**config.mk**
```make
export PLATFORM = sky130hd
export DESIGN_NAME = div_sqrt_top
export DESIGN_NICKNAME = d
export VERILOG_FILES = /design/src/design/div_sqrt_pkg.sv /design/src/design/unit_wb_if.sv /design/src/design/unit_issue_if.sv /design/src/design/div_sqrt_top.sv /design/src/design/div_sqrt_unit.sv /design/src/design/iter_sqrt.sv /design/src/design/iter_divider.sv
export SDC_FILE = /design/constraint.sdc
export NUM_CORES = 1
export LEC_CHECK = 0
export BUFFER_PORTS_ARGS = -buffer_cell sky130_fd_sc_hd__buf_2
export CORE_MARGIN = 3
export CORE_UTILIZATION = 50
export CTS_BUF_LIST = sky130_fd_sc_hd__clkbuf_4 sky130_fd_sc_hd__clkbuf_8
export CTS_CLUSTER_SIZE = 40
export DETAILED_ROUTE_END_ITERATION = 8
export GPL_TIMING_DRIVEN = 0
export MAX_ROUTING_LAYER = met4
export PLACE_DENSITY = 0.7
export SETUP_SLACK_MARGIN = 0.1
export SYNTH_ARGS = -nofsm -noshare
export SYNTH_HDL_FRONTEND = slang
export SYNTH_SLANG_ARGS = --single-unit
```
**constraint.sdc**
```tcl
create_clock -name clk -period 5.3 [get_ports clk]
set_input_delay 0.265 -clock clk [delete_from_list [all_inputs] [get_ports clk]]
set_output_delay 0.265 -clock clk [all_outputs]
set_load 0.01 [all_outputs]
```
**src/design/div_sqrt_pkg.sv**
```systemverilog
`default_nettype none

package div_sqrt_pkg;

  localparam int DATA_W = 32;
  localparam int ID_W = 3;
  localparam int FLAG_W = 2;

  // bit positions inside the flags field.
  localparam int FLAG_DZ = 0;
  localparam int FLAG_NX = 1;

  localparam int DIV_ITER = DATA_W;
  localparam int SQRT_ITER = DATA_W / 2;

  // the counters also hold the final value that marks the finishing cycle.
  localparam int DIV_CNT_W = $clog2(DIV_ITER + 1);
  localparam int SQRT_CNT_W = $clog2(SQRT_ITER + 1);

  // root width and the partial remainder width of the square root unit.
  localparam int ROOT_W = DATA_W / 2;
  localparam int SQRT_REM_W = ROOT_W + 2;

  typedef enum logic {
    OP_DIV  = 1'b0,
    OP_SQRT = 1'b1
  } div_sqrt_op_e;

  typedef enum logic [1:0] {
    ST_IDLE = 2'd0,
    ST_BUSY = 2'd1,
    ST_DONE = 2'd2
  } unit_state_e;

endpackage

`default_nettype wire
```
**src/design/unit_wb_if.sv**
```systemverilog
`timescale 1ns/1ps
`default_nettype none

interface unit_wb_if;

  logic                            done;
  logic                            ack;
  logic [div_sqrt_pkg::ID_W-1:0]   id;
  logic [div_sqrt_pkg::DATA_W-1:0] result;
  logic [div_sqrt_pkg::FLAG_W-1:0] flags;

  modport unit (
    output done,
    output id,
    output result,
    output flags,
    input  ack
  );

  modport arbiter (
    input  done,
    input  id,
    input  result,
    input  flags,
    output ack
  );

endinterface

`default_nettype wire

```
**src/design/unit_issue_if.sv**
```systemverilog
`timescale 1ns/1ps
`default_nettype none

interface unit_issue_if;

  logic                            new_request;
  logic                            ready;
  logic [div_sqrt_pkg::ID_W-1:0]   id;
  logic [div_sqrt_pkg::DATA_W-1:0] rs1;
  logic [div_sqrt_pkg::DATA_W-1:0] rs2;

  modport unit (
    input  new_request,
    input  id,
    input  rs1,
    input  rs2,
    output ready
  );

  modport dispatch (
    output new_request,
    output id,
    output rs1,
    output rs2,
    input  ready
  );

endinterface

`default_nettype wire

```
**src/design/div_sqrt_top.sv**
```systemverilog
`timescale 1ns/1ps
`default_nettype none

module div_sqrt_top (
  input  logic                            clk,
  input  logic                            rst_n,
  input  logic                            req_valid,
  output logic                            req_ready,
  input  logic [div_sqrt_pkg::ID_W-1:0]   req_id,
  input  div_sqrt_pkg::div_sqrt_op_e      req_op,
  input  logic [div_sqrt_pkg::DATA_W-1:0] req_a,
  input  logic [div_sqrt_pkg::DATA_W-1:0] req_b,
  output logic                            wb_done,
  input  logic                            wb_ack,
  output logic [div_sqrt_pkg::ID_W-1:0]   wb_id,
  output logic [div_sqrt_pkg::DATA_W-1:0] wb_result,
  output logic [div_sqrt_pkg::FLAG_W-1:0] wb_flags
);

  unit_issue_if issue_bus();
  unit_wb_if    wb_bus();

  assign issue_bus.new_request = req_valid;
  assign issue_bus.id = req_id;
  assign issue_bus.rs1 = req_a;
  assign issue_bus.rs2 = req_b;
  assign req_ready = issue_bus.ready;

  assign wb_done = wb_bus.done;
  assign wb_id = wb_bus.id;
  assign wb_result = wb_bus.result;
  assign wb_flags = wb_bus.flags;
  assign wb_bus.ack = wb_ack;

  div_sqrt_unit unit (
    .clk   (clk),
    .rst_n (rst_n),
    .op    (req_op),
    .issue (issue_bus),
    .wb    (wb_bus)
  );

endmodule

`default_nettype wire

```
**src/design/div_sqrt_unit.sv**
```systemverilog
`timescale 1ns/1ps
`default_nettype none

module div_sqrt_unit (
  input logic                       clk,
  input logic                       rst_n,
  input div_sqrt_pkg::div_sqrt_op_e op,
  unit_issue_if.unit                issue,
  unit_wb_if.unit                   wb
);

  unit_issue_if div_issue();
  unit_issue_if sqrt_issue();
  unit_wb_if    div_wb();
  unit_wb_if    sqrt_wb();

  iter_divider div (
    .clk   (clk),
    .rst_n (rst_n),
    .issue (div_issue),
    .wb    (div_wb)
  );

  iter_sqrt sqrt (
    .clk   (clk),
    .rst_n (rst_n),
    .issue (sqrt_issue),
    .wb    (sqrt_wb)
  );

  // both units see the operands; only the selected one gets the request.
  assign issue.ready = div_issue.ready & sqrt_issue.ready;
  assign div_issue.id = issue.id;
  assign sqrt_issue.id = issue.id;
  assign div_issue.rs1 = issue.rs1;
  assign sqrt_issue.rs1 = issue.rs1;
  assign div_issue.rs2 = issue.rs2;
  assign sqrt_issue.rs2 = issue.rs2;
  assign div_issue.new_request = issue.new_request && op == div_sqrt_pkg::OP_DIV;
  assign sqrt_issue.new_request = issue.new_request && op == div_sqrt_pkg::OP_SQRT;

  // the divider wins when both are done. The square root result waits.
  always_comb begin
    div_wb.ack = wb.ack & div_wb.done;
    sqrt_wb.ack = wb.ack & ~div_wb.done;
    if (div_wb.done) begin
      wb.done = div_wb.done;
      wb.id = div_wb.id;
      wb.result = div_wb.result;
      wb.flags = div_wb.flags;
    end else begin
      wb.done = sqrt_wb.done;
      wb.id = sqrt_wb.id;
      wb.result = sqrt_wb.result;
      wb.flags = sqrt_wb.flags;
    end
  end

endmodule

`default_nettype wire

```
**src/design/iter_sqrt.sv**
```systemverilog
`timescale 1ns/1ps
`default_nettype none

module iter_sqrt (
  input logic        clk,
  input logic        rst_n,
  unit_issue_if.unit issue,
  unit_wb_if.unit    wb
);

  div_sqrt_pkg::unit_state_e                 state;
  logic [div_sqrt_pkg::SQRT_CNT_W-1:0]       cnt;
  logic [div_sqrt_pkg::ID_W-1:0]             id_q;
  logic [div_sqrt_pkg::DATA_W-1:0]           radicand;
  logic [div_sqrt_pkg::ROOT_W-1:0]           root;
  logic [div_sqrt_pkg::SQRT_REM_W-1:0]       rem;
  logic [div_sqrt_pkg::SQRT_REM_W+1:0]       rem_shift;
  logic [div_sqrt_pkg::SQRT_REM_W+1:0]       trial;
  logic [div_sqrt_pkg::SQRT_REM_W+1:0]       rem_diff;
  logic                                      fits;
  logic                                      last_step;

  // bring down the next two radicand bits and try 4*root + 1.
  assign rem_shift = {rem, radicand[div_sqrt_pkg::DATA_W-1 -: 2]};
  assign trial = {2'b00, root, 2'b01};
  assign rem_diff = rem_shift - trial;
  assign fits = rem_shift >= trial;
  assign last_step = cnt == div_sqrt_pkg::SQRT_CNT_W'(div_sqrt_pkg::SQRT_ITER);

  always_ff @(posedge clk) begin
    if (!rst_n) begin
      state <= div_sqrt_pkg::ST_IDLE;
      cnt <= '0;
    end else begin
      case (state)
        div_sqrt_pkg::ST_IDLE: begin
          if (issue.new_request) begin
            state <= div_sqrt_pkg::ST_BUSY;
            cnt <= '0;
          end
        end
        div_sqrt_pkg::ST_BUSY: begin
          if (last_step) begin
            state <= div_sqrt_pkg::ST_DONE;
          end else begin
            cnt <= cnt + 1'b1;
          end
        end
        div_sqrt_pkg::ST_DONE: begin
          if (wb.ack) begin
            state <= div_sqrt_pkg::ST_IDLE;
          end
        end
        default: state <= div_sqrt_pkg::ST_IDLE;
      endcase
    end
  end

  always_ff @(posedge clk) begin
    if (state == div_sqrt_pkg::ST_IDLE && issue.new_request) begin
      radicand <= issue.rs1;
      root <= '0;
      rem <= '0;
      id_q <= issue.id;
    end else if (state == div_sqrt_pkg::ST_BUSY && !last_step) begin
      // the remainder never exceeds 2*root, so the low bits hold it.
      if (fits) begin
        rem <= rem_diff[div_sqrt_pkg::SQRT_REM_W-1:0];
      end else begin
        rem <= rem_shift[div_sqrt_pkg::SQRT_REM_W-1:0];
      end
      root <= {root[div_sqrt_pkg::ROOT_W-2:0], fits};
      radicand <= {radicand[div_sqrt_pkg::DATA_W-3:0], 2'b00};
    end
  end

  assign issue.ready = state == div_sqrt_pkg::ST_IDLE;

  assign wb.done = state == div_sqrt_pkg::ST_DONE;
  assign wb.id = id_q;
  assign wb.result = {{(div_sqrt_pkg::DATA_W - div_sqrt_pkg::ROOT_W){1'b0}}, root};

  always_comb begin
    wb.flags = '0;
    wb.flags[div_sqrt_pkg::FLAG_NX] = rem != '0;
  end

endmodule

`default_nettype wire

```
**src/design/iter_divider.sv**
```systemverilog
`timescale 1ns/1ps
`default_nettype none

module iter_divider (
  input logic        clk,
  input logic        rst_n,
  unit_issue_if.unit issue,
  unit_wb_if.unit    wb
);

  div_sqrt_pkg::unit_state_e                state;
  logic [div_sqrt_pkg::DIV_CNT_W-1:0]       cnt;
  logic [div_sqrt_pkg::ID_W-1:0]            id_q;
  logic [div_sqrt_pkg::DATA_W-1:0]          divisor;
  logic [div_sqrt_pkg::DATA_W-1:0]          quot;
  logic [div_sqrt_pkg::DATA_W-1:0]          rem;
  logic [div_sqrt_pkg::DATA_W:0]            rem_shift;
  logic [div_sqrt_pkg::DATA_W:0]            rem_diff;
  logic                                     fits;
  logic                                     div_zero;

  // quot starts as the dividend and fills with quotient bits from the right.
  assign rem_shift = {rem, quot[div_sqrt_pkg::DATA_W-1]};
  assign rem_diff = rem_shift - {1'b0, divisor};
  assign fits = rem_shift >= {1'b0, divisor};
  assign div_zero = divisor == '0;

  always_ff @(posedge clk) begin
    if (!rst_n) begin
      state <= div_sqrt_pkg::ST_IDLE;
      cnt <= '0;
    end else begin
      case (state)
        div_sqrt_pkg::ST_IDLE: begin
          if (issue.new_request) begin
            state <= div_sqrt_pkg::ST_BUSY;
            cnt <= '0;
          end
        end
        div_sqrt_pkg::ST_BUSY: begin
          // one extra cycle after the last quotient bit before done rises.
          if (cnt == div_sqrt_pkg::DIV_CNT_W'(div_sqrt_pkg::DIV_ITER)) begin
            state <= div_sqrt_pkg::ST_DONE;
          end else begin
            cnt <= cnt + 1'b1;
          end
        end
        div_sqrt_pkg::ST_DONE: begin
          if (wb.ack) begin
            state <= div_sqrt_pkg::ST_IDLE;
          end
        end
        default: state <= div_sqrt_pkg::ST_IDLE;
      endcase
    end
  end

  always_ff @(posedge clk) begin
    if (state == div_sqrt_pkg::ST_IDLE && issue.new_request) begin
      divisor <= issue.rs2;
      quot <= issue.rs1;
      rem <= '0;
      id_q <= issue.id;
    end else if (state == div_sqrt_pkg::ST_BUSY &&
                 cnt != div_sqrt_pkg::DIV_CNT_W'(div_sqrt_pkg::DIV_ITER)) begin
      if (fits) begin
        rem <= rem_diff[div_sqrt_pkg::DATA_W-1:0];
      end else begin
        rem <= rem_shift[div_sqrt_pkg::DATA_W-1:0];
      end
      quot <= {quot[div_sqrt_pkg::DATA_W-2:0], fits};
    end
  end

  assign issue.ready = state == div_sqrt_pkg::ST_IDLE;

  assign wb.done = state == div_sqrt_pkg::ST_DONE;
  assign wb.id = id_q;
  // a zero divisor returns all ones, as RISC-V does.
  assign wb.result = div_zero ? '1 : quot;

  always_comb begin
    wb.flags = '0;
    wb.flags[div_sqrt_pkg::FLAG_DZ] = div_zero;
    wb.flags[div_sqrt_pkg::FLAG_NX] = !div_zero && (rem != '0);
  end

endmodule

`default_nettype wire

```
### Word-level counts from Yosys, hierarchy flattened

Cells that the tools add are included.

| word-level totals | value |
|---|---|
| bits in registers | 183 |
| latch bits | 0 |
| memory bits (writable) | 0 |
| memory bits (read-only) | 0 |
| input bits | 72 |
| memories | 0 |

| cells by class | value |
|---|---|
| $add $sub $neg | 4 |
| multipliers | 0 |
| divide/modulo/power cells | 0 |
| order comparisons | 2 |
| eq/ne operators | 15 |
| shift-type cells | 0 |
| multiplexer cells | 25 |
| bitwise operators | 5 |
| reductions and logical operators | 22 |

Operator list:

| kind | number |
|---|---|
| $mux 32 | 7 |
| $ge 33x32->1 | 1 |
| $logic_not 32->1 | 1 |
| $reduce_bool 32->1 | 1 |
| $sub 32x32->32 | 1 |
| $ge 20x18->1 | 1 |
| $mux 18 | 1 |
| $reduce_bool 18->1 | 1 |
| $sub 18x18->18 | 1 |
| $ne 2x2->1 const B | 8 |
| $mux 2 | 7 |
| $mux 6 | 2 |
| $pmux 2 s3 | 2 |
| $pmux 6 s2 | 1 |
| $reduce_and 3->1 | 4 |
| $mux 5 | 2 |
| $pmux 5 s2 | 1 |
| $reduce_bool 2->1 | 4 |
| $logic_and 1x1->1 | 7 |
| $add 6x1->6 const B | 1 |
| $eq 6x6->1 const B | 1 |
| $ne 6x6->1 const B | 1 |
| $add 5x1->5 const B | 1 |
| $eq 5x5->1 const B | 1 |
| other kinds (8) | 15 |

### Logic depth before layout (Yosys ltp)

| logic depth | value |
|---|---|
| word-level depth | 5 |
| mapped depth | 14 |
| gate-level depth less buffers | 12 |

### By module

From an unflattened synthesis, not the netlist that was laid out.

| second synthesis, totals | value |
|---|---|
| cell total of the unflattened synthesis | 1243 |
| area, all modules | 11232.0 µm² |

Modules (own cells, without submodules):

| module | times used | cells each | area an instance (µm²) |
|---|---|---|---|
| iter_divider | 1 | 725 | 6548.8 |
| iter_sqrt | 1 | 471 | 4184.0 |
| div_sqrt_unit | 1 | 47 | 499.2 |

### Least setup slack after synthesis

No wires, ideal clock.

| timing | value |
|---|---|
| path type | register -> register |
| from | register unit.div.state[1] |
| to | register unit.div.cnt[5] in the netlist's numbering |
| data arrival time | 2.649 ns |
| slack | 2.535 ns |
| stages on the path, launching flop included | 9 |
| path buffers | 0 |
| clock period less this slack | 2.765 ns |
| path through | dfxtp_1 -> or4b_2 -> inv_1 -> nor2_1 -> inv_1 -> nand4_1 -> or2_2 -> xor2_1 -> nor2_1 |

| on the way | value |
|---|---|
| longest elaborated chain between the ends | 3 |
| elaborated cells between the ends (all ways) | 7 |
| classes of those cells | eq/ne (3); mux (1); reduce/logical (3) |

Ends and longest elaborated chain:

| element | line | RTL |
|---|---|---|
| start, declared | iter_divider.sv:11 | `div_sqrt_pkg::unit_state_e state;` |
| start signal, assigned | iter_divider.sv:30 | `state <= div_sqrt_pkg::ST_IDLE;` |
| start signal, assigned | iter_divider.sv:36 | `state <= div_sqrt_pkg::ST_BUSY;` |
| start signal, assigned | iter_divider.sv:43 | `state <= div_sqrt_pkg::ST_DONE;` |
| $eq 2x1->1 or $logic_not 2->1 (tied branches) | iter_divider.sv:33 | `case (state)` |
| $ne 2x2->1 (no source line) or $reduce_bool 2->1 (tied branches) | -- |  |
| $reduce_and 3->1 (no source line) | -- |  |
| end signal, assigned | iter_divider.sv:45 | `cnt <= cnt + 1'b1;` |
| end, declared | iter_divider.sv:12 | `logic [div_sqrt_pkg::DIV_CNT_W-1:0] cnt;` |

Several ways; a longest one is shown, not always the timed one.
A chain may end at the register's enable or synchronous reset.

### Worst setup path after layout

| timing | value |
|---|---|
| from | register unit.div.divisor[26] in the netlist's numbering |
| to | output wb_result[14] in the netlist's numbering |

| on the way | value |
|---|---|
| longest elaborated chain between the ends | 3 |

Ends and longest elaborated chain:

| element | line | RTL |
|---|---|---|
| start, declared | iter_divider.sv:14 | `logic [div_sqrt_pkg::DATA_W-1:0] divisor;` |
| start signal, assigned | iter_divider.sv:60 | `divisor <= issue.rs2;` |
| $logic_not 32->1 | iter_divider.sv:26 | `assign div_zero = divisor == '0;` |
| $mux 32 | iter_divider.sv:80 | `assign wb.result = div_zero ? '1 : quot;` |
| $mux 32 | div_sqrt_unit.sv:46 | `if (div_wb.done) begin` |
| end, declared | div_sqrt_top.sv:16 | `output logic [div_sqrt_pkg::DATA_W-1:0] wb_result,` |

Every way passes these cells.

==> summary.md <==
| Metric | Value |
|---|---|
| Crit. End Element | `primary output` |
| VDD IR max | `about 0.00021 V` |
| Crit share post-route | `65.7%` |
| Slew Limit Fails | `0` |
| Area leader, netlist | `edfxtp_1` |
| First-pass GRT wire length | `approximately 45000 um` |
| Post-synth top area share | `~30%` |
| Drt drc | `0` |
| Slowest CP cell | `nor4_1` |
| Critical path's top delay family | `simple AND/OR/NAND/NOR gates` |
| Critical-path cell list | `nor4_1 > nand4_1 > nor2_1 > clkbuf_1 > o21ai_0 > o21ai_0 > buf_2` |
| Placed cells | `1587` |
| Core Area | `slightly above 20000 um2` |
| Cell repeated most along the worst path | `o21ai_0` |
| Post-Syn Instances | `about 1200` |
| Fmax | `approximately 0.29 GHz` |
| Yosys cell types | `64` |
| Startpoint Class | `flip-flop` |
| Worst EP arrival | `~3.2 ns` |
| Total grt overflow | `0` |
| Most common cell in the synthesized netlist | `nand2_1` |
| Sequential area share after synthesis | `between 40% and 50%` |
| Utilization after layout | `between 50% and 60%` |
| Top post-synthesis cells by count | `nand2_1 (237), edfxtp_1 (102), o21ai_0 (96), dfxtp_1 (81), nor2_1 (79)` |
| Full die area | `~23000 um2` |
| Initial antenna violation count | `1` |
| Die height | `roughly 150 um` |
| TNS Setup | `0 ns` |
| CTS root buf | `clkbuf_8` |
| HP Class | `in -> reg` |
| Syn. warnings | `0` |
| Synth area leaders | `edfxtp_1 (29%), dfxtp_1 (16%), nand2_1 (8.5%)` |
| Avg WL per Cell | `approximately 17 um` |
| Drt pass-1 iters | `5` |
| Hold Buf Count CTS | `35` |
| Crit-path max FO | `10` |
| Layout net count | `roughly 1500` |
| Status | `completed` |
| Number of CTS-inserted buffers | `17` |
| Ratio of cells with drive above 1 in the final layout | `12.3%` |
| Top_reg_cell synth | `edfxtp_1` |
| Finished Cell Area | `between 10000 and 15000 um2` |
| Fillers | `1812` |
| Final setup viols | `0` |
| PwrDens | `~380 nW/um2` |
| Non-filler instance count after layout | `roughly 1700` |
| Clk Latency, worst-skew pair | `between 0.4 and 0.5 ns` |
| CTS tree | `built` |
| Detail Placement HPWL | `around 21000 um` |
| Setup bufs post-CTS | `0` |
| Synth Cell Area | `between 10000 and 15000 um2` |
| WP buf/inv | `2` |
| Dpl cell area | `roughly 11000 um2` |
| Worst-path clk slew | `between 0.1 and 0.15 ns` |
| Transition time at the pin with the least slew margin | `around 0.81 ns` |
| Row cnt | `52` |
| Initial DRC Count | `about 770` |
| WS Path Type | `reg -> out` |
| Starting Density | `approximately half` |
| RSZ-0062 raised after global routing | `false` |
| DR vias/cell | `approximately 5.7` |
| Number of H-tree levels | `4` |
| Routability congestion estimate | `just under 1` |
| Antenna Nets Post-Route | `0` |
| Worst rel slew slack | `a little under half` |
| Die Wd | `150 um` |
| Vias | `9357` |
| #FFs+latches synth | `around 180` |
| Synth-to-Final Area Change | `16.4%` |
| Hold_ws | `0.0468 ns` |
| Boundary Pins | `roughly 110` |
| Post-synth net total | `approximately 1300` |
| WL final | `28700 um` |
| Count of final hold-check violations | `0` |
| Vias in the first global route | `roughly 8600` |
| Max cap viols | `0` |
| Crit path largest cell delay | `just under 0.6 ns` |
| Pin count of the biggest net entering global routing | `37` |
| Leak | `about 0.0052 uW` |
| Post-synth ARST share | `0%` |
| Clock period minus final worst setup slack | `about 3.5 ns` |
| # clock sinks | `183` |
| EDFF count, synth | `around 100` |
| Port Buffers | `109` |
| Syn Area/Cell | `roughly 8.6 um2` |
| Layout Skew | `roughly 0.019 ns` |
| Cts repair resizes | `0` |
| Required time worst endpoint | `just over 5 ns` |
| Total Routing Usage GR | `a little over a quarter` |
| CTS Buffer Depth | `2` |
[sequential cells by signal, indices dropped and copies added (netlist names)]
signal / flops
unit.sqrt.wb.id: 3
unit.div.quot: 32
unit.sqrt.radicand: 32
unit.sqrt.rem: 18
unit.div.wb.id: 3
unit.sqrt.root: 16
unit.div.divisor: 32
unit.div.cnt: 6
unit.div.rem: 32
unit.div.state: 2
unit.sqrt.state: 2
unit.sqrt.cnt: 5
[worst reg2reg max path, cell delays in order (launching register included)]
cell       delay, ns
edfxtp_1        0.50
ha_1            0.28
fa_1            0.42
nor2b_1         0.18
o2111ai_1       0.19
a311oi_1        0.64
nor2_1          0.14
nor2b_1         0.18
a21oi_1         0.12
o21ai_0         0.30
xnor2_1         0.18
o21ai_0         0.10
[final timing paths]
path	end	cells past startpoint	slack, ns	startpoint
max	wb_result[14]	7	1.82	unit.div.divisor[26]
min	unit.div.quot[7]	3	0.05	req_a[7]
max reg2reg	unit.div.rem[16]	11	1.96	unit.div.divisor[0]
min reg2reg	unit.sqrt.root[3]	2	0.48	unit.sqrt.root[3]
[where the power goes]
part / internal, uW / switching [uW] / leakage (uW)
clock network: 369 / 622 / 0.000205
registers: 1680 / 133 / 0.00163
logic: 753 / 1030 / 0.00334
total: 2800 / 1790 / 0.00518
[placed cells by master (no fill, tap or decap), types with 6 or more instances in the layout]
master / instances
nand2_1: 237
edfxtp_1: 102
a211oi_1: 7
clkbuf_8: 17
xnor2_1: 28
o21bai_1: 8
xor2_1: 20
buf_2: 115
dlygate4sd3_1: 35
nand4_1: 16
clkbuf_1: 45
nand3_1: 76
a21o_1: 28
and2_1: 11
nand2b_1: 6
nor3_1: 9
inv_8: 6
ha_1: 54
inv_1: 67
nor2_1: 79
nor2b_1: 9
o21ai_1: 24
a21oi_1: 64
o21a_1: 8
o21ai_0: 96
or2_2: 6
o211ai_1: 6
dfxtp_1: 81
nor4_1: 22
a31oi_1: 7
mux2i_1: 16
[per-layer routing]
layer	up-vias	track usage [%]	routed length [um]
li1	4581	-	-
met1	4456	38.7	13800
met2	289	38.0	12600
met3	31	4.33	1990
met4	0	5.72	356
met5	-	-	0
[kinds of logic (layout without fill, tap and decap cells)]
family                     Yosys count  count (layout)  share of synthesized area (%)
and+or+nand+nor                    493             493                           21.3
AOI/OAI and AO/OA                  282             282                           16.5
DFF                                183             183                           44.9
buffers and inverters              129             307                           5.09
adders and majority gates           55              55                           6.67
xor gates and xnor gates            48              48                           4.03
muxes                               16              16                           1.54
other                                0               1                              0
[per-stage QoR]
stage               setup slack (ns)  power (uW)
CTS                             1.86        4580
detailed placement              1.88        3570
floorplan                       2.54        3150
global placement                1.83        3530
global route                    1.68        4890
finish                          1.82        4590
[area by class of cell]
| cell class | instances | area (um2) | share of cell area [%] |
|---|---|---|---|
| repair buffers | 146 | 943 | 7.77 |
| flip-flops and latches | 183 | 4680 | 38.6 |
| diodes | 1 | 2.50 | 0.0206 |
| plain buffers | 61 | 277 | 2.28 |
| clock buffers | 17 | 234 | 1.93 |
| clock inverters | 15 | 189 | 1.56 |
| inverters | 68 | 255 | 2.10 |
| multi-input cells | 894 | 5220 | 43.0 |
| well taps | 270 | 338 | 2.78 |
No activity file was read; power rests on OpenSTA's default activity.
